===== src/frame_decoder_pkg.sv =====
package frame_decoder_pkg;

    // ------------------------------------------------------------------------
    // sizes and limits
    // ------------------------------------------------------------------------

    localparam int num_ports = 10;
    localparam int data_w = 32;
    localparam int keep_w = 4;
    localparam int level_w = 32;

    localparam logic [level_w-1:0] ecn_alert_threshold = 3000;
    localparam logic [7:0] ecn_mark = 8'd1;

    // port n answers to label_base + n
    localparam logic [7:0] label_base = 8'd1;

    // DA, DA/SA, SA, then the tag word
    localparam int tag_word_index = 3;

    // counts up to one past the tag word, then holds
    localparam int beat_cnt_w = $clog2(tag_word_index + 2);

    // aligner buffer holds the three header beats of a waiting frame
    localparam int align_addr_w = 2;
    localparam int align_fifo_depth = 1 << align_addr_w;

    // ------------------------------------------------------------------------
    // stream and route types
    // ------------------------------------------------------------------------

    typedef struct packed {
        logic [data_w-1:0] data;
        logic [keep_w-1:0] keep;
        logic              last;
    } axis_beat_t;

    // lane 3 label, lane 2 ecn, lanes 1..0 length/type
    typedef struct packed {
        logic [7:0]  label;
        logic [7:0]  ecn;
        logic [15:0] length_type;
    } tag_fields_t;

    typedef union packed {
        logic [data_w-1:0] raw;
        tag_fields_t       fields;
    } tag_word_u;

    typedef logic [num_ports-1:0] port_sel_t;

    typedef logic [num_ports-1:0][level_w-1:0] fifo_levels_t;

    typedef struct packed {
        port_sel_t  sel;
        logic [7:0] ecn;
    } route_info_t;

endpackage


===== src/payload_aligner.sv =====
`timescale 1ns/10ps

module payload_aligner import frame_decoder_pkg::*; (
    input  logic       glb_clk,
    input  logic       glb_areset_n,
    input  axis_beat_t in_beat,
    input  logic       in_valid,
    output logic       in_ready,
    output axis_beat_t aligned_beat,
    output logic       aligned_valid,
    input  logic       aligned_ready,
    output tag_word_u  tag_word,
    output logic       tag_valid,
    input  logic       tag_ready
);

    axis_beat_t            fifo_mem [align_fifo_depth];
    logic [align_addr_w:0] wr_ptr;
    logic [align_addr_w:0] rd_ptr;
    logic                  fifo_full;
    logic                  fifo_empty;
    logic                  push;
    logic                  pop;
    axis_beat_t            push_beat;

    logic [beat_cnt_w-1:0] beat_cnt;
    logic                  at_head;
    logic                  at_tag;
    logic                  in_fire;
    logic                  running;
    logic                  flush_pending;
    logic                  tag_seen;
    logic [data_w-9:0]     carry_data;
    logic [keep_w-1:0]     carry_keep;

    // ------------------------------------------------------------------------
    // input side
    // ------------------------------------------------------------------------

    assign at_head = beat_cnt < beat_cnt_w'(tag_word_index);
    assign at_tag  = beat_cnt == beat_cnt_w'(tag_word_index);

    always_comb begin
        if (!running || flush_pending) begin
            in_ready = 1'b0;
        end else if (at_tag) begin
            // tag beat waits for the classifier and takes no buffer slot
            in_ready = tag_ready;
        end else begin
            in_ready = !fifo_full;
        end
    end

    assign in_fire   = in_valid && in_ready;
    assign tag_word.raw = in_beat.data;
    assign tag_valid = in_valid && at_tag;

    // header beats pass, later beats shift down by one byte
    always_comb begin
        push_beat = in_beat;
        push      = 1'b0;
        if (flush_pending) begin
            push           = !fifo_full;
            push_beat.data = {8'h00, carry_data};
            push_beat.keep = carry_keep;
            push_beat.last = 1'b1;
        end else if (in_fire && !at_tag) begin
            push = 1'b1;
            if (!at_head) begin
                push_beat.data = {in_beat.data[7:0], carry_data};
                push_beat.keep = '1;
                // one byte in the last beat closes the frame here
                push_beat.last = in_beat.last && !in_beat.keep[1];
            end
        end
    end

    // ------------------------------------------------------------------------
    // output buffer
    // ------------------------------------------------------------------------

    assign fifo_empty = wr_ptr == rd_ptr;
    assign fifo_full  = (wr_ptr[align_addr_w] != rd_ptr[align_addr_w]) &&
                        (wr_ptr[align_addr_w-1:0] == rd_ptr[align_addr_w-1:0]);

    assign aligned_valid = !fifo_empty;
    assign aligned_beat  = fifo_mem[rd_ptr[align_addr_w-1:0]];
    assign pop           = aligned_valid && aligned_ready;

    always_ff @(posedge glb_clk or negedge glb_areset_n) begin
        if (!glb_areset_n) begin
            running       <= 1'b0;
            wr_ptr        <= '0;
            rd_ptr        <= '0;
            beat_cnt      <= '0;
            flush_pending <= 1'b0;
            tag_seen      <= 1'b0;
        end else begin
            running <= 1'b1;
            if (push) begin
                wr_ptr <= wr_ptr + 1'b1;
            end
            if (pop) begin
                rd_ptr <= rd_ptr + 1'b1;
            end
            if (flush_pending && push) begin
                flush_pending <= 1'b0;
            end
            if (in_fire) begin
                if (in_beat.last) begin
                    beat_cnt      <= '0;
                    tag_seen      <= 1'b0;
                    flush_pending <= in_beat.keep[1];
                end else begin
                    if (beat_cnt != beat_cnt_w'(tag_word_index + 1)) begin
                        beat_cnt <= beat_cnt + 1'b1;
                    end
                    if (at_tag) begin
                        tag_seen <= 1'b1;
                    end
                end
            end
        end
    end

    always_ff @(posedge glb_clk) begin
        if (push) begin
            fifo_mem[wr_ptr[align_addr_w-1:0]] <= push_beat;
        end
        if (in_fire && !at_head) begin
            // the label byte is not kept
            if (at_tag) begin
                carry_data <= tag_word.raw[data_w-9:0];
            end else begin
                carry_data <= in_beat.data[data_w-1:8];
            end
            carry_keep <= {1'b0, in_beat.keep[keep_w-1:1]};
        end
    end

    a_in_stable: assert property (@(posedge glb_clk) disable iff (!glb_areset_n)
        in_valid && !in_ready |=> in_valid && $stable(in_beat))
        else $error("input beat changed while stalled");

    a_tag_once: assert property (@(posedge glb_clk) disable iff (!glb_areset_n)
        tag_valid && tag_ready |-> !tag_seen)
        else $error("tag word presented twice in one frame");

endmodule


===== src/route_classifier.sv =====
`timescale 1ns/10ps

module route_classifier import frame_decoder_pkg::*; (
    input  logic         glb_clk,
    input  logic         glb_areset_n,
    input  tag_word_u    tag_word,
    input  logic         tag_valid,
    output logic         tag_ready,
    input  fifo_levels_t fifo_levels,
    input  logic         route_done,
    output route_info_t  route,
    output logic         route_valid
);

    port_sel_t  sel_next;
    port_sel_t  over_level;
    logic [7:0] ecn_next;
    logic       tag_fire;

    // one route at a time
    assign tag_ready = !route_valid;
    assign tag_fire  = tag_valid && tag_ready;

    // ------------------------------------------------------------------------
    // label decode and congestion check
    // ------------------------------------------------------------------------

    always_comb begin
        for (int n = 0; n < num_ports; n++) begin
            sel_next[n]   = tag_word.fields.label == label_base + 8'(n);
            over_level[n] = fifo_levels[n] > ecn_alert_threshold;
        end
    end

    // unknown labels match no port, so ecn passes through
    assign ecn_next = |(sel_next & over_level) ? ecn_mark : tag_word.fields.ecn;

    // ------------------------------------------------------------------------
    // route hold
    // ------------------------------------------------------------------------

    always_ff @(posedge glb_clk or negedge glb_areset_n) begin
        if (!glb_areset_n) begin
            route_valid <= 1'b0;
        end else if (tag_fire) begin
            route_valid <= 1'b1;
        end else if (route_done) begin
            route_valid <= 1'b0;
        end
    end

    always_ff @(posedge glb_clk) begin
        if (tag_fire) begin
            route <= '{sel: sel_next, ecn: ecn_next};
        end
    end

    a_sel_onehot: assert property (@(posedge glb_clk) disable iff (!glb_areset_n)
        route_valid |-> $onehot0(route.sel))
        else $error("port select has more than one bit set");

endmodule


===== src/frame_emitter.sv =====
`timescale 1ns/10ps

module frame_emitter import frame_decoder_pkg::*; (
    input  logic        glb_clk,
    input  logic        glb_areset_n,
    input  axis_beat_t  aligned_beat,
    input  logic        aligned_valid,
    output logic        aligned_ready,
    input  route_info_t route,
    input  logic        route_valid,
    output logic        route_done,
    output axis_beat_t  out_beat,
    output logic        out_valid,
    input  logic        out_ready,
    output port_sel_t   port_sel
);

    logic [beat_cnt_w-1:0] beat_cnt;
    logic                  frame_closed;
    logic                  take;
    axis_beat_t            patched_beat;

    // ------------------------------------------------------------------------
    // stream gating
    // ------------------------------------------------------------------------

    // beats after the last one belong to the next frame and its route
    assign aligned_ready = route_valid && !frame_closed && (!out_valid || out_ready);
    assign take          = aligned_valid && aligned_ready;

    assign route_done = out_valid && out_ready && out_beat.last;
    assign port_sel   = route_valid ? route.sel : '0;

    // ecn sits in lane 2 of the tag word
    always_comb begin
        patched_beat = aligned_beat;
        if (beat_cnt == beat_cnt_w'(tag_word_index)) begin
            patched_beat.data[2*8 +: 8] = route.ecn;
        end
    end

    // ------------------------------------------------------------------------
    // output register
    // ------------------------------------------------------------------------

    always_ff @(posedge glb_clk or negedge glb_areset_n) begin
        if (!glb_areset_n) begin
            out_valid    <= 1'b0;
            beat_cnt     <= '0;
            frame_closed <= 1'b0;
        end else begin
            if (take) begin
                out_valid <= 1'b1;
            end else if (out_ready) begin
                out_valid <= 1'b0;
            end

            if (take && aligned_beat.last) begin
                frame_closed <= 1'b1;
            end else if (route_done) begin
                frame_closed <= 1'b0;
            end

            if (take) begin
                if (aligned_beat.last) begin
                    beat_cnt <= '0;
                end else if (beat_cnt != beat_cnt_w'(tag_word_index + 1)) begin
                    beat_cnt <= beat_cnt + 1'b1;
                end
            end
        end
    end

    always_ff @(posedge glb_clk) begin
        if (take) begin
            out_beat <= patched_beat;
        end
    end

    a_out_stable: assert property (@(posedge glb_clk) disable iff (!glb_areset_n)
        out_valid && !out_ready |=> out_valid && $stable(out_beat))
        else $error("output beat changed while stalled");

endmodule


===== src/frame_decoder_top.sv =====
`timescale 1ns/10ps

module frame_decoder_top import frame_decoder_pkg::*; (
    input  logic         glb_clk,
    input  logic         glb_areset_n,
    input  axis_beat_t   in_beat,
    input  logic         in_valid,
    output logic         in_ready,
    output axis_beat_t   out_beat,
    output logic         out_valid,
    input  logic         out_ready,
    input  fifo_levels_t fifo_levels,
    output port_sel_t    port_sel
);

    axis_beat_t  aligned_beat;
    logic        aligned_valid;
    logic        aligned_ready;
    tag_word_u   tag_word;
    logic        tag_valid;
    logic        tag_ready;
    route_info_t route;
    logic        route_valid;
    logic        route_done;

    // ------------------------------------------------------------------------
    // aligner and classifier side by side, emitter joins them
    // ------------------------------------------------------------------------

    payload_aligner payload_aligner_inst (
        .glb_clk       (glb_clk),
        .glb_areset_n  (glb_areset_n),
        .in_beat       (in_beat),
        .in_valid      (in_valid),
        .in_ready      (in_ready),
        .aligned_beat  (aligned_beat),
        .aligned_valid (aligned_valid),
        .aligned_ready (aligned_ready),
        .tag_word      (tag_word),
        .tag_valid     (tag_valid),
        .tag_ready     (tag_ready)
    );

    route_classifier route_classifier_inst (
        .glb_clk      (glb_clk),
        .glb_areset_n (glb_areset_n),
        .tag_word     (tag_word),
        .tag_valid    (tag_valid),
        .tag_ready    (tag_ready),
        .fifo_levels  (fifo_levels),
        .route_done   (route_done),
        .route        (route),
        .route_valid  (route_valid)
    );

    frame_emitter frame_emitter_inst (
        .glb_clk       (glb_clk),
        .glb_areset_n  (glb_areset_n),
        .aligned_beat  (aligned_beat),
        .aligned_valid (aligned_valid),
        .aligned_ready (aligned_ready),
        .route         (route),
        .route_valid   (route_valid),
        .route_done    (route_done),
        .out_beat      (out_beat),
        .out_valid     (out_valid),
        .out_ready     (out_ready),
        .port_sel      (port_sel)
    );

endmodule


===== config.mk =====
export PLATFORM = sky130hd
export DESIGN_NAME = frame_decoder_top
export DESIGN_NICKNAME = d
export VERILOG_FILES = /design/src/frame_decoder_pkg.sv /design/src/payload_aligner.sv /design/src/route_classifier.sv /design/src/frame_emitter.sv /design/src/frame_decoder_top.sv
export SDC_FILE = /design/constraint.sdc
export NUM_CORES = 1
export LEC_CHECK = 0
export BUFFER_PORTS_ARGS = -buffer_cell sky130_fd_sc_hd__buf_4
export CELL_PAD_IN_SITES_DETAIL_PLACEMENT = 1
export CELL_PAD_IN_SITES_GLOBAL_PLACEMENT = 2
export CORE_ASPECT_RATIO = 0.9
export CORE_MARGIN = 4
export CORE_UTILIZATION = 30
export CTS_CLUSTER_SIZE = 12
export DETAILED_ROUTE_END_ITERATION = 8
export PLACE_DENSITY = 0.76
export SLEW_MARGIN = 15
export SYNTH_ARGS = -nofsm -noshare
export SYNTH_HDL_FRONTEND = slang
export SYNTH_SLANG_ARGS = --single-unit
export TNS_END_PERCENT = 1

===== constraint.sdc =====
create_clock -name glb_clk -period 3.3 [get_ports glb_clk]
set_clock_uncertainty 0.2 [all_clocks]
set_input_delay 0.66 -clock glb_clk [delete_from_list [all_inputs] [get_ports glb_clk]]
set_output_delay 0.66 -clock glb_clk [all_outputs]
set_load 0.1 [all_outputs]

==> Word-level counts from Yosys, hierarchy flattened <==
Memories as Yosys holds them, arrays and structs flattened.
Cells that the tools add are included.
{ "word_totals": {"register_bits": 99, "wordCells": 107, "ram_bits": 148, "input_bits": 361, "n_memories": 1, "output_inout_bits": 49} }
{ "classes": {"reduce_logical": 33, "n_mux": 24, "magnitude_cmp": 11, "eq_ne": 17, "bitwise": 1, "n_addsub": 4} }
{ "memory_table": {"columns": ["name", "depth", "word_bits", "rd", "rd_clocked_by_memory_dff", "write_ports", "line_no", "source"], "rows": [
  ["payload_aligner_inst.fifo_mem", 4, 37, 1, 0, 1, "payload_aligner.sv:17", "axis_beat_t fifo_mem [align_fifo_depth];"]
]} }
{ "op_table": {"columns": ["cell", "count"], "rows": [
  ["greater-than comparator 32 x 12 -> 1 bit, second input constant", 10],
  ["two-way mux 37 bit", 3],
  ["== test 8 x 3 -> 1 bit, second input constant", 4],
  ["== test 8 x 4 -> 1 bit, second input constant", 3],
  ["two-way mux 24 bit", 1],
  ["== test 8 x 2 -> 1 bit, second input constant", 2],
  ["logical AND 1 bit", 14],
  ["two-way mux 1 bit", 14],
  ["adder 3 x 1 -> 3 bit, second input constant", 4],
  ["two-way mux 3 bit", 4],
  ["bitwise AND 10 bit", 1],
  ["two-way mux 10 bit", 1],
  ["nonzero test 2 bit", 5],
  ["OR reduction 10 bit", 1],
  ["zero test 1 bit", 9],
  ["== test 8 x 1 -> 1 bit, second input constant", 1],
  ["two-way mux 8 bit", 1],
  ["== test 3 x 2 -> 1 bit, second input constant", 2],
  ["!= test 3 bit, second input constant", 2],
  ["AND reduction 2 bit", 2],
  ["== test 3 bit", 1],
  ["less-than comparator 3 x 2 -> 1 bit, second input constant", 1],
  ["== test 2 bit", 1],
  ["logical OR 1 bit", 2],
  ["!= test 1 bit", 1]
]} }

==> Longest topological paths before layout <==
Gate-level depths: netlist of the first run.
{ "depth": {"depth_word": 13, "depth_mapped": 10, "ltp_nobuf": 7} }

==> Hierarchy <==
A second synthesis of the first run with hierarchy kept.
{ "unflattened": {"cells_unflattened": 686, "hier_area_um2": 11024.3} }
{ "modules_own_cells": {"columns": ["module", "n_inst", "cells_per_inst", "seq_area_each_um2", "area_each_um2"], "rows": [
  ["payload_aligner", 1, 417, 5530.3, 7823.8],
  ["route_classifier", 1, 183, 565.5, 1612.8],
  ["frame_emitter", 1, 86, 1236.2, 1587.8]
]} }

==> Least setup slack after synthesis of the first run <==
OpenSTA, ideal clock, no wires.
{ "synth_path": {"path_type": "reg-to-reg", "startpoint": "register payload_aligner_inst.beat_cnt[0]", "endpoint": "register payload_aligner_inst.carry_data[0], enable pin", "arrival_time_ns": 3.923, "setup_ns": 0.411, "synth_period_minus_slack_ns": 4.534, "path_slack_ns": -1.234, "path_buffers": 1, "stages_incl_launch_ff": 8, "required_time_ns": 2.689, "path_cell_list": "dfrtp_1 ha_1 ha_1 clkbuf_1 and2_1 a2111oi_4 nand2_1 nor2_1"} }
{ "synth_between": {"elab_chain_cells": 5, "elab_cells_between_ends": 7, "classes_between": "order compare: 1; eq/ne: 1; mux: 2; reduce/logical: 3"} }
{ "synth_rtl": {"columns": ["item", "line_no", "source"], "rows": [
  ["from (decl)", "payload_aligner.sv:26", "logic [beat_cnt_w-1:0] beat_cnt;"],
  ["from (signal assigned)", "payload_aligner.sv:116", "beat_cnt <= beat_cnt + 1'b1;"],
  ["== test 3 x 2 -> 1 bit", "payload_aligner.sv:41", "assign at_tag = beat_cnt == beat_cnt_w'(tag_word_index);"],
  ["two-way mux 1 bit", "payload_aligner.sv:46", "end else if (at_tag) begin"],
  ["two-way mux 1 bit", "payload_aligner.sv:44", "if (!running || flush_pending) begin"],
  ["net in_ready", "frame_decoder_top.sv:8", "output logic in_ready,"],
  ["logical AND 1 bit", "payload_aligner.sv:54", "assign in_fire = in_valid && in_ready;"],
  ["logical AND 1 bit", "payload_aligner.sv:130", "if (in_fire && !at_head) begin"],
  ["to (signal assigned)", "payload_aligner.sv:133", "carry_data <= tag_word.raw[data_w-9:0];"],
  ["to (signal assigned)", "payload_aligner.sv:135", "carry_data <= in_beat.data[data_w-1:8];"],
  ["to (decl)", "payload_aligner.sv:33", "logic [data_w-9:0] carry_data;"]
]} }
The timed path passes the listed nets, and every way through them passes these cells.
A chain may end at the register's enable or synchronous reset.

==> Worst setup path after layout of the first run <==
{ "layout_path": {"startpoint": "register payload_aligner_inst.wr_ptr[0]", "endpoint": "output in_ready"} }
{ "layout_between": {"elab_chain_cells": 5} }
{ "layout_rtl": {"columns": ["item", "line_no", "source"], "rows": [
  ["from (decl)", "payload_aligner.sv:18", "logic [align_addr_w:0] wr_ptr;"],
  ["from (signal assigned)", "payload_aligner.sv:101", "wr_ptr <= wr_ptr + 1'b1;"],
  ["== test 2 bit", "payload_aligner.sv:84", "(wr_ptr[align_addr_w-1:0] == rd_ptr[align_addr_w-1:0]);"],
  ["logical AND 1 bit", "payload_aligner.sv:83", "assign fifo_full = (wr_ptr[align_addr_w] != rd_ptr[align_addr_w]) &&"],
  ["zero test 1 bit", "payload_aligner.sv:50", "in_ready = !fifo_full;"],
  ["two-way mux 1 bit", "payload_aligner.sv:46", null],
  ["two-way mux 1 bit", "payload_aligner.sv:44", null],
  ["to (decl)", "frame_decoder_top.sv:8", null]
]} }
No other way between the ends.

==> run summary, run 1 <==
Outcome -> finished, final reports clean
Post-DR vias/cell -> 4.85
Setup slack after placement -> -114 ps
Fin area -> 15500 sq um
Initial Util -> 30.6%
Worst path max stage delay -> 480 ps
Initial antenna violation count -> 1
Final setup viols -> 0
FFs w/ async S/R, synth -> 6.88%
Syn Nets -> 1040
Fillers -> 3654
Root Driver -> clkbuf_16
F_max -> 324 MHz
Die X -> 208 microns
Share of layout cells above drive strength 1 -> 51.4%
Slew headroom -> 45.3%
Vias in the first global route -> 8629
TritonCTS buffer count -> 26
Library cells used by synthesis -> 54
Post-DP Area -> 14600 sq um
WHS Endpoint -> payload_aligner_inst.carry_keep[2]$_DFFE_PP_
I/O pins -> 410
FF+latch count, synth -> 247
Post-DP HPWL -> 28800 microns
Die Y -> 188 microns
Clock Pin Slew Worst Setup and Hold Paths -> 60 ps
# Max-Cap Violations -> 0
Post-Synthesis Cells -> 668
GRT overflow -> 0
FF-to-FF Start -> payload_aligner_inst.wr_ptr[0]$_DFFE_PN0P_
RSZ-0062 raised after global routing -> false
Die area -> 39000 sq um
Worst-path maximum fanout -> 4
R2R depth -> 7
Cell Rows -> 65
Worst-margin pin slew -> 821 ps
Gpl congestion -> 0.858
Hold Crit Class -> input pin to flip-flop
Final slew viol count -> 0
Final WS setup -> 214 ps
Post-route minimum period -> 3090 ps
Worst path arrival time -> 2230 ps
Longest Clk Path Bufs -> 3
VDD IR max -> 335 uV
Hold depth -> 1
Post-CTS sizing -> 0
Sequential element share of the synthesized area -> 68.1%
Worst R2R Setup Slack -> 300 ps
Largest net degree at the start of global routing -> 40
Area of the multi-input gates -> 3300 sq um
CP Class -> flip-flop to output pin
Core box area -> 35200 sq um
Worst-path cell chain -> xnor2_1, and3_1, a2111oi_4, buf_4
Mapped Area -> 10800 sq um
CTS tree -> done
Via count -> 7770
Cell leakage power -> 5.92 nW
Period utilization -> 93.5%
IO Port Bufs -> 409
CP Launch Type -> flip-flop
Drt wl/cell -> 23.1 microns
CP Data Required Time -> 2440 ps
Crit end category -> output pin
# nets final -> 1485
R2R Path End -> payload_aligner_inst.fifo_mem[2][33]$_DFFE_PP_
First-pass GRT wire length -> 54900 microns
Area growth from synthesis to layout -> 43.6%
Final Hold Fails -> 0
# clock sinks -> 247
Post-DRT Antenna Nets -> 0
Synth Warn # -> 0
Drt first pass iters -> 4
Total Wirelength -> 37000 microns
Top_reg_cell synth -> edfxtp_1
Tot GR Track Use -> 18.3%
H-tree levels -> 1
P per Cell Area -> 708 nW/um^2
Skew-Pair Late Insertion Delay -> 520 ps
Initial DRC Count -> 518
DRC Markers -> 0
Number of flops mapped to enable cells by yosys -> 230
Slowest CP cell -> a2111oi_4
HP Start -> in_beat[4]
Syn avg cell area -> 16.1 sq um
Register area -> 7330 sq um
-- timing repair --
item	CTS	global route
hold endpoints to repair	17	0
hold buffers	1	0
buffers inserted	0	0
-- sequential cells by signal, summed over array words and instances (netlist names) --
name,count
frame_emitter_inst.beat_cnt,3
frame_emitter_inst.frame_closed,1
frame_emitter_inst.out_beat,37
frame_emitter_inst.out_valid,1
payload_aligner_inst.beat_cnt,3
payload_aligner_inst.carry_data,24
payload_aligner_inst.carry_keep,3
payload_aligner_inst.fifo_mem,148
payload_aligner_inst.flush_pending,1
payload_aligner_inst.rd_ptr,3
payload_aligner_inst.running,1
payload_aligner_inst.wr_ptr,3
route_classifier_inst.route,18
route_classifier_inst.route_valid,1
-- critical path, delay by kind of cell (launching register included) --
family / cells / cell delay [ps]
XOR/XNOR: 1 / 170
buffers and inverters: 1 / 370
AO/OA/AOI/OAI: 1 / 480
flip-flops: 1 / 440
AND/OR/NAND/NOR: 1 / 250
-- layout make-up --
cell class	instances	share of cell area [%]
multi-input combinational	382	21.4
antenna	2	0.0324
clock buffer	38	4.70
clock inverter	7	0.542
inverter	16	0.389
tap	469	3.80
sequential	247	47.4
timing repair buffer	440	21.7
-- layout by cell type, fill, tap and decap left out, drive strengths merged, types with 4 or more instances in the layout --
cell / instances
mux2: 57
a31oi: 4
buf: 439
nor4: 53
edfxtp: 230
nor2: 35
nor3: 5
mux2i: 8
o21ai: 19
nand2: 36
clkinv: 5
ha: 11
inv: 16
or4: 5
and2: 16
mux4: 37
xnor2: 4
dfrtp: 17
or3: 5
clkbuf: 38
nand3: 22
nand4: 11
-- synth_stat cells, types with 3 or more instances --
library cell	n	area, sq um
a21oi_1	3	15.0
a311o_1	3	30.0
a31o_2	3	26.3
a31oi_1	4	25.0
and2_1	16	100
and3_1	3	18.8
buf_1	6	22.5
buf_2	7	35.0
clkbuf_1	10	37.5
dfrtp_1	17	425
edfxtp_1	230	6910
ha_1	11	138
inv_1	16	60.1
mux2_2	57	642
mux2i_1	8	80.1
mux4_2	37	833
nand2_1	36	135
nand3_1	22	110
nand4_1	11	68.8
nor2_1	35	131
nor3_1	5	25.0
nor4_1	53	332
nor4b_1	3	26.3
o21ai_0	19	95.1
o2bb2ai_1	3	26.3
or3_1	5	31.3
or4_1	5	37.5
xnor2_1	4	35.0
xor2_1	3	26.3
-- report_power, final --
group | total, mW | switching (mW) | leakage, nW | internal (mW)
Sequential | 4.37 | 0.177 | 2.32 | 4.20
Clock | 2.83 | 1.16 | 0.397 | 1.67
Combinational | 3.74 | 2.36 | 3.21 | 1.38
Total | 10.9 | 3.70 | 5.92 | 7.25
-- stage by stage --
| step | hold WS [ps] | TNS (ps) | power, mW | instances | utilization, % |
|---|---|---|---|---|---|
| floorplan | 164 | -49800 | 6.90 | 668 | - |
| global placement | 273 | -103 | 8.14 | 1553 | 41.5 |
| detailed placement | 280 | -114 | 8.23 | 1553 | 41.5 |
| CTS | 115 | 0 | 11.1 | 1599 | 43.9 |
| global route | 117 | 0 | 11.5 | 1599 | 43.9 |
| finish | 131 | 0 | 10.9 | 1601 | 43.9 |
-- cells by family (layout without fill, tap and decap cells) --
group,Yosys count,count (layout),share of synthesized area [%]
compound gates,55,55,3.71
other cells,1,3,0.0348
flops,247,247,68.1
simple gates,206,206,10.4
buf+inv,39,501,1.44
fa+ha+maj,11,11,1.28
mux,102,102,14.5
xor+xnor,7,7,0.570
-- layer usage --
layer / track usage [%] / routed length, microns
met1: 24.9 / 16000
met2: 30.0 / 17800
met3: 5.49 / 2780
met4: 2.68 / 439
met5: 0 / 0
-- worst max path at each step --
stage | start | to | slack [ps] | cells after the start
6_report | payload_aligner_inst.wr_ptr[0]$_DFFE_PN0P_ | in_ready | 210 | 4
5_1_grt | payload_aligner_inst.wr_ptr[0]$_DFFE_PN0P_ | payload_aligner_inst.fifo_mem[2][35]$_DFFE_PP_ | 110 | 7
4_1_cts | payload_aligner_inst.wr_ptr[0]$_DFFE_PN0P_ | in_ready | 190 | 4
3_5_place_dp | fifo_levels[289] | route_classifier_inst.route[0]$_SDFFCE_PP1P_ | -110 | 7
3_3_place_gp | fifo_levels[289] | route_classifier_inst.route[0]$_SDFFCE_PP1P_ | -100 | 7
2_1_floorplan | payload_aligner_inst.beat_cnt[1]$_DFFE_PN0P_ | payload_aligner_inst.carry_data[0]$_DFFE_PP_ | -360 | 7
No activity file was read; power rests on OpenSTA's default activity.
==> inputs of run 2 (changes only) <==
- CORE_MARGIN: 4 -> unset
==> run 2 against run 1 <==
Compared with the run above: core utilization shrank 0.31 points; worst hold slack gained 3.4 ps; total power shrank 2.2%; clock power shrank 7.8%; maximum frequency shrank 0.12%; worst setup slack lost 3.6 ps; cell count shrank 0.25%; routed wire length grew 4.4%; register-to-register slack lost 50 ps.
==> run summary, run 2 (synthesis results as in run 1) <==
Area growth from synthesis to layout -> 42.6%
CP Data Required Time -> 2440 ps (about the same)
Final Hold Fails -> 0 (unchanged)
Outcome -> finished, final reports clean
Drt first pass iters -> 4 (unchanged)
CP Class -> flip-flop to output pin
TritonCTS buffer count -> 26 (unchanged)
Initial DRC Count -> 414 (-20%)
Die X -> 202 microns (-2.9%)
Most common cell on crit path -> ha_2
# Max-Cap Violations -> 0 (unchanged)
Total Wirelength -> 38600 microns (+4.4%)
CP delay by family, top -> buffers and inverters
Period utilization -> 93.6% (+0.11 points)
F_max -> 324 MHz (-0.12%)
Initial antenna violation count -> 5 (+4)
Highest-count cells in the layout ignoring fill and taps -> 439 x buf_4, 230 x edfxtp_1, 57 x mux2_2
Fin area -> 15300 sq um (-0.70%)
Root Driver -> clkbuf_16
Vias in the first global route -> 8512 (-1.4%)
Clock Pin Slew Worst Setup and Hold Paths -> 60 ps (about the same)
Setup bufs post-CTS -> 0 (unchanged)
Core box area -> 35200 sq um (unchanged)
Slowest CP cell -> a2111oi_4
RSZ-0062 raised after global routing -> false
Max reg flops -> 148 (unchanged)
Post-route minimum period -> 3090 ps (+3.55 ps)
Via count -> 7796 (+0.33%)
Final slew viol count -> 0 (unchanged)
Total power -> 10.7 mW (-2.2%)
FF-to-FF Start -> payload_aligner_inst.beat_cnt[0]$_DFFE_PN0P_
First-pass GRT wire length -> 55500 microns (+1.0%)
Post-DP HPWL -> 29900 microns (+3.8%)
I/O pins -> 410 (unchanged)
Hold-fix buffers at CTS -> 1 (unchanged)
Longest Clk Path Bufs -> 3 (unchanged)
# clock sinks -> 247 (unchanged)
GRT overflow -> 0 (unchanged)
HP Start -> in_beat[4]
Hold Crit Class -> input pin to flip-flop
H-tree levels -> 1 (unchanged)
Final setup viols -> 0 (unchanged)
Slew headroom -> 42.2% (-3.1 points)
Share of layout cells above drive strength 1 -> 51.3% (-0.13 points)
Die Y -> 182 microns (-3.2%)
Skew-Pair Late Insertion Delay -> 520 ps (about the same)
Worst-margin pin slew -> 867 ps (+45.8 ps)
Crit. Startpoint -> payload_aligner_inst.beat_cnt[0]$_DFFE_PN0P_
Cell leakage power -> 5.87 nW (-0.84%)
IO Port Bufs -> 409 (unchanged)
Worst path arrival time -> 2230 ps (about the same)
Initial Util -> 30.6% (unchanged)
WP buf/inv -> 2 (+1)
Gpl congestion -> 0.933 (+8.7%)
Worst-path cell chain -> ha_2, ha_2, inv_1, a2111oi_4, buf_4
DRC Markers -> 0 (unchanged)
Post-DP Area -> 14600 sq um (-0.21%)
Fillers -> 3655 (+0.027%)
Post-CTS sizing -> 0 (unchanged)
P per Cell Area -> 697 nW/um^2 (-1.5%)
Most common cell after layout, fill and taps aside -> buf_4
Post-DR vias/cell -> 4.88 (+0.59%)
Die area -> 36600 sq um (-6.0%)
Tot GR Track Use -> 20.8% (+2.5 points)
Worst-path maximum fanout -> 5 (+1)
CTS tree -> done
CP Launch Type -> flip-flop
Final core occ -> 43.6% (-0.31 points)
Worst path max stage delay -> 430 ps (-50 ps)
Placed insts -> 1554 (+0.064%)
Largest net degree at the start of global routing -> 40 (unchanged)
Post-Layout Cell Count -> 1597 (-0.25%)
Cell Rows -> 65 (unchanged)
# nets final -> 1486 (+0.067%)
Post-DRT Antenna Nets -> 0 (unchanged)
VDD IR max -> 474 uV (+42%)
Crit end category -> output pin
Drt wl/cell -> 24.2 microns (+4.7%)
run 2: cell count changes in the layout (fill, tap and decap cells not counted), sizes merged:
cell and delta:
diode -1, clkinvlp +1, buf +1, clkinv +3
bufinv -2, clkbuf -6
run 2: layout make-up:
class | instances | area (sq um) | share of cell area (%)
sequential | 247 | 7330 | 47.8
antenna | 1 | 2.50 | 0.0163
clock inverter | 9 | 41.3 | 0.269
tap | 469 | 587 | 3.82
multi-input combinational | 382 | 3300 | 21.5
clock buffer | 32 | 694 | 4.52
inverter | 16 | 60.1 | 0.391
timing repair buffer | 441 | 3330 | 21.7
run 2: routing by layer:
metal / vias up / global-route usage [%] / wire (microns)
li1: 3595 / - / -
met1: 3880 / 27.3 / 16500
met2: 268 / 34.9 / 18800
met3: 47 / 5.13 / 2440
met4: 6 / 4.70 / 804
met5: - / 0 / 35
run 2: worst paths after layout:
kind | to | slack, ps | cells after the start
max | in_ready | 210 | 5
min | payload_aligner_inst.carry_keep[2]$_DFFE_PP_ | 130 | 1
max reg2reg | payload_aligner_inst.fifo_mem[3][2]$_DFFE_PP_ | 250 | 8
min reg2reg | payload_aligner_inst.wr_ptr[2]$_DFFE_PN0P_ | 290 | 1
max in group asynchronous | payload_aligner_inst.rd_ptr[0]$_DFFE_PN0P_ | 2310 | 2
min in group asynchronous | payload_aligner_inst.beat_cnt[1]$_DFFE_PN0P_ | 360 | 2
run 2: power breakdown:
| part | internal (mW) | switching, mW |
|---|---|---|
| clock network | 1.47 | 1.14 |
| registers | 4.20 | 0.181 |
| logic | 1.35 | 2.37 |
| total | 7.02 | 3.69 |
run 2: worst reg2reg max path: cells and delay by family, from the launching register on:
kind | cells | cell delay [ps]
AO/OA/AOI/OAI | 2 | 850
AND/OR/NAND/NOR | 2 | 600
adder cells (fa/ha/maj) | 2 | 410
flip-flops | 1 | 410
buffers and inverters | 2 | 310
run 2: through the flow:
stage               hold slack (ps)  TNS [ps]  worst slack (ps)
detailed placement              280      -199              -182
finish                          134         0               211
floorplan                       164    -49800              -364
CTS                             115         0               210
global route                    118         0              58.3
global placement                273      -121              -121
==> inputs of run 3 (changes only) <==
- CORE_UTILIZATION: 30 -> 33
- PLACE_DENSITY: 0.76 -> unset
- PLACE_DENSITY_LB_ADDON: unset -> 0.1
- clock period: 3.3 -> 3.15 ns (I/O delays scaled with it)
==> run 3 against run 2 <==
Compared with the run above: the run now ends with DRC left; critical path depth is 1 higher; clock-buffer cell count is 7 higher; first-iteration DRC count is 0.97% lower; critical endpoint unchanged.
==> run summary, run 3 (synthesis results as in run 1) <==
CTS tree -> done
Fin area -> 15400 sq um (+0.47%)
Total Wirelength -> 35000 microns (-9.3%)
Post-route minimum period -> 3010 ps
Setup bufs post-CTS -> 0 (unchanged)
Core box area -> 32000 sq um (-9.0%)
Drt wl/cell -> 22.6 microns (-6.3%)
Initial DRC Count -> 410 (-0.97%)
Die Y -> 173 microns (-4.6%)
Largest net degree at the start of global routing -> 40 (unchanged)
FF-to-FF Start -> payload_aligner_inst.beat_cnt[0]$_DFFE_PN0P_
Tot GR Track Use -> 20.9% (+0.037 points)
Vias in the first global route -> 8327 (-2.2%)
Final slew viol count -> 0 (unchanged)
# nets final -> 1484 (-0.13%)
Cell Rows -> 62 (-4.6%)
Clock Pin Slew Worst Setup and Hold Paths -> 60 ps (about the same)
Post-DP HPWL -> 26600 microns (-11%)
# Max-Cap Violations -> 0 (unchanged)
F_max -> 332 MHz
Worst-path maximum fanout -> 5 (unchanged)
VDD IR max -> 420 uV (-11%)
Final Hold Fails -> 0 (unchanged)
Fillers -> 3289 (-10%)
Failing checks -> DRC
CP Class -> flip-flop to output pin
Most common cell after layout, fill and taps aside -> buf_4
Post-DR vias/cell -> 4.99 (+2.2%)
Hold Crit Class -> input pin to flip-flop
Post-DRT Antenna Nets -> 0 (unchanged)
Drt first pass iters -> 6 (+2)
Final setup viols -> 0 (unchanged)
Crit. Startpoint -> payload_aligner_inst.beat_cnt[0]$_DFFE_PN0P_
Post-DP Area -> 14600 sq um (about the same)
Outcome -> finished with violations
Die area -> 33300 sq um (-9.0%)
Final core occ -> 48.1% (+4.5 points)
Root Driver -> clkbuf_16
# clock sinks -> 247 (unchanged)
Area growth from synthesis to layout -> 43.3%
Gpl congestion -> 0.855 (-8.3%)
Hold slack final -> 94.7 ps (-39.5 ps)
Worst path arrival time -> 2180 ps (-50 ps)
TritonCTS buffer count -> 26 (unchanged)
Longest Clk Path Bufs -> 3 (unchanged)
P per Cell Area -> 736 nW/um^2 (+5.5%)
Area of the multi-input gates -> 3300 sq um (about the same)
Share of layout cells above drive strength 1 -> 51.4% (+0.086 points)
Highest-count cells in the layout ignoring fill and taps -> 429 x buf_4, 230 x edfxtp_1, 57 x mux2_2
GRT overflow -> 0 (unchanged)
Placed insts -> 1499 (-3.5%)
First-pass GRT wire length -> 50900 microns (-8.2%)
Initial Util -> 33.6% (+3.0 points)
I/O pins -> 410 (unchanged)
CP Launch Type -> flip-flop
Skew-Pair Late Insertion Delay -> 520 ps (about the same)
HP Start -> in_beat[4]
DRC Markers -> 41 (+41)
Register area -> 7330 sq um (unchanged)
Initial antenna violation count -> 2 (-3)
CP Data Required Time -> 2320 ps (-120 ps)
Worst-margin pin slew -> 821 ps (-45.9 ps)
Slew headroom -> 45.3% (+3.1 points)
IO Port Bufs -> 409 (unchanged)
Total power -> 11.3 mW (+6.0%)
Post-Layout Cell Count -> 1547 (-3.1%)
H-tree levels -> 1 (unchanged)
Die X -> 192 microns (-4.6%)
Crit end category -> output pin
Cell leakage power -> 5.92 nW (+0.83%)
Via count -> 7718 (-1.0%)
Max reg flops -> 148 (unchanged)
RSZ-0062 raised after global routing -> false
Period utilization -> 95.6%
-- run 3: cell types whose count changed in the layout (fill, tap and decap cells not counted), moves of 2 or more --
cell      previous run  this run
buf_12               1         8
clkbuf_8             0         2
clkinv_1             5         1
buf_4              439       429
clkbuf_1             5        10
-- run 3: layer usage --
metal,GRT usage [%],vias up,share of wire (%)
met5,0,-,0.049
met4,3.67,2,1.6
met3,4.15,33,6.4
met2,36.5,248,51
met1,27.0,3841,41
li1,-,3594,-
-- run 3: path summary, 6_finish.rpt --
kind	end	slack, ps	depth (start not counted)
max	in_ready	140	6
max in group asynchronous	payload_aligner_inst.rd_ptr[0]$_DFFE_PN0P_	2210	2
min reg2reg	payload_aligner_inst.rd_ptr[2]$_DFFE_PN0P_	290	1
min	payload_aligner_inst.carry_keep[2]$_DFFE_PP_	90	1
max reg2reg	payload_aligner_inst.fifo_mem[2][3]$_DFFE_PP_	210	8
min in group asynchronous	payload_aligner_inst.beat_cnt[0]$_DFFE_PN0P_	310	2
-- run 3: power breakdown --
group          total (mW)  switching [mW]  leakage, nW  internal (mW)
combinational        3.88            2.42         3.22           1.46
clock                2.88            1.19        0.390           1.69
sequential           4.59           0.195         2.32           4.40
total                11.3            3.80         5.92           7.55
-- run 3: cell type report --
cell class	instances	area share, %
clock buffer	39	4.80
tap	416	3.38
clock inverter	6	0.349
inverter	16	0.389
multi-input combinational	382	21.4
antenna	2	0.0325
sequential	247	47.6
timing repair buffer	439	22.1
-- run 3: timing repair --
action / CTS / global route
hold buffers: 1 / 0
endpoints found under the hold margin: 17 / 0
setup endpoints to repair: 0 / 1
gates resized for setup: 0 / 1
-- run 3: per-stage QoR --
step	setup slack, ps	setup TNS [ps]
after detailed placement	-142	-449
final	137	0
after global routing	33.8	0
after global placement	-123	-361
after floorplan	-514	-76070
after CTS	81.0	0
-- run 3: worst max-delay path, cell delays in order, from the launching register on --
cell and delay [ps]:
dfrtp_1 420, ha_2 200, ha_2 210, inv_1 90
a2111oi_4 330, buf_4 190, buf_6 220
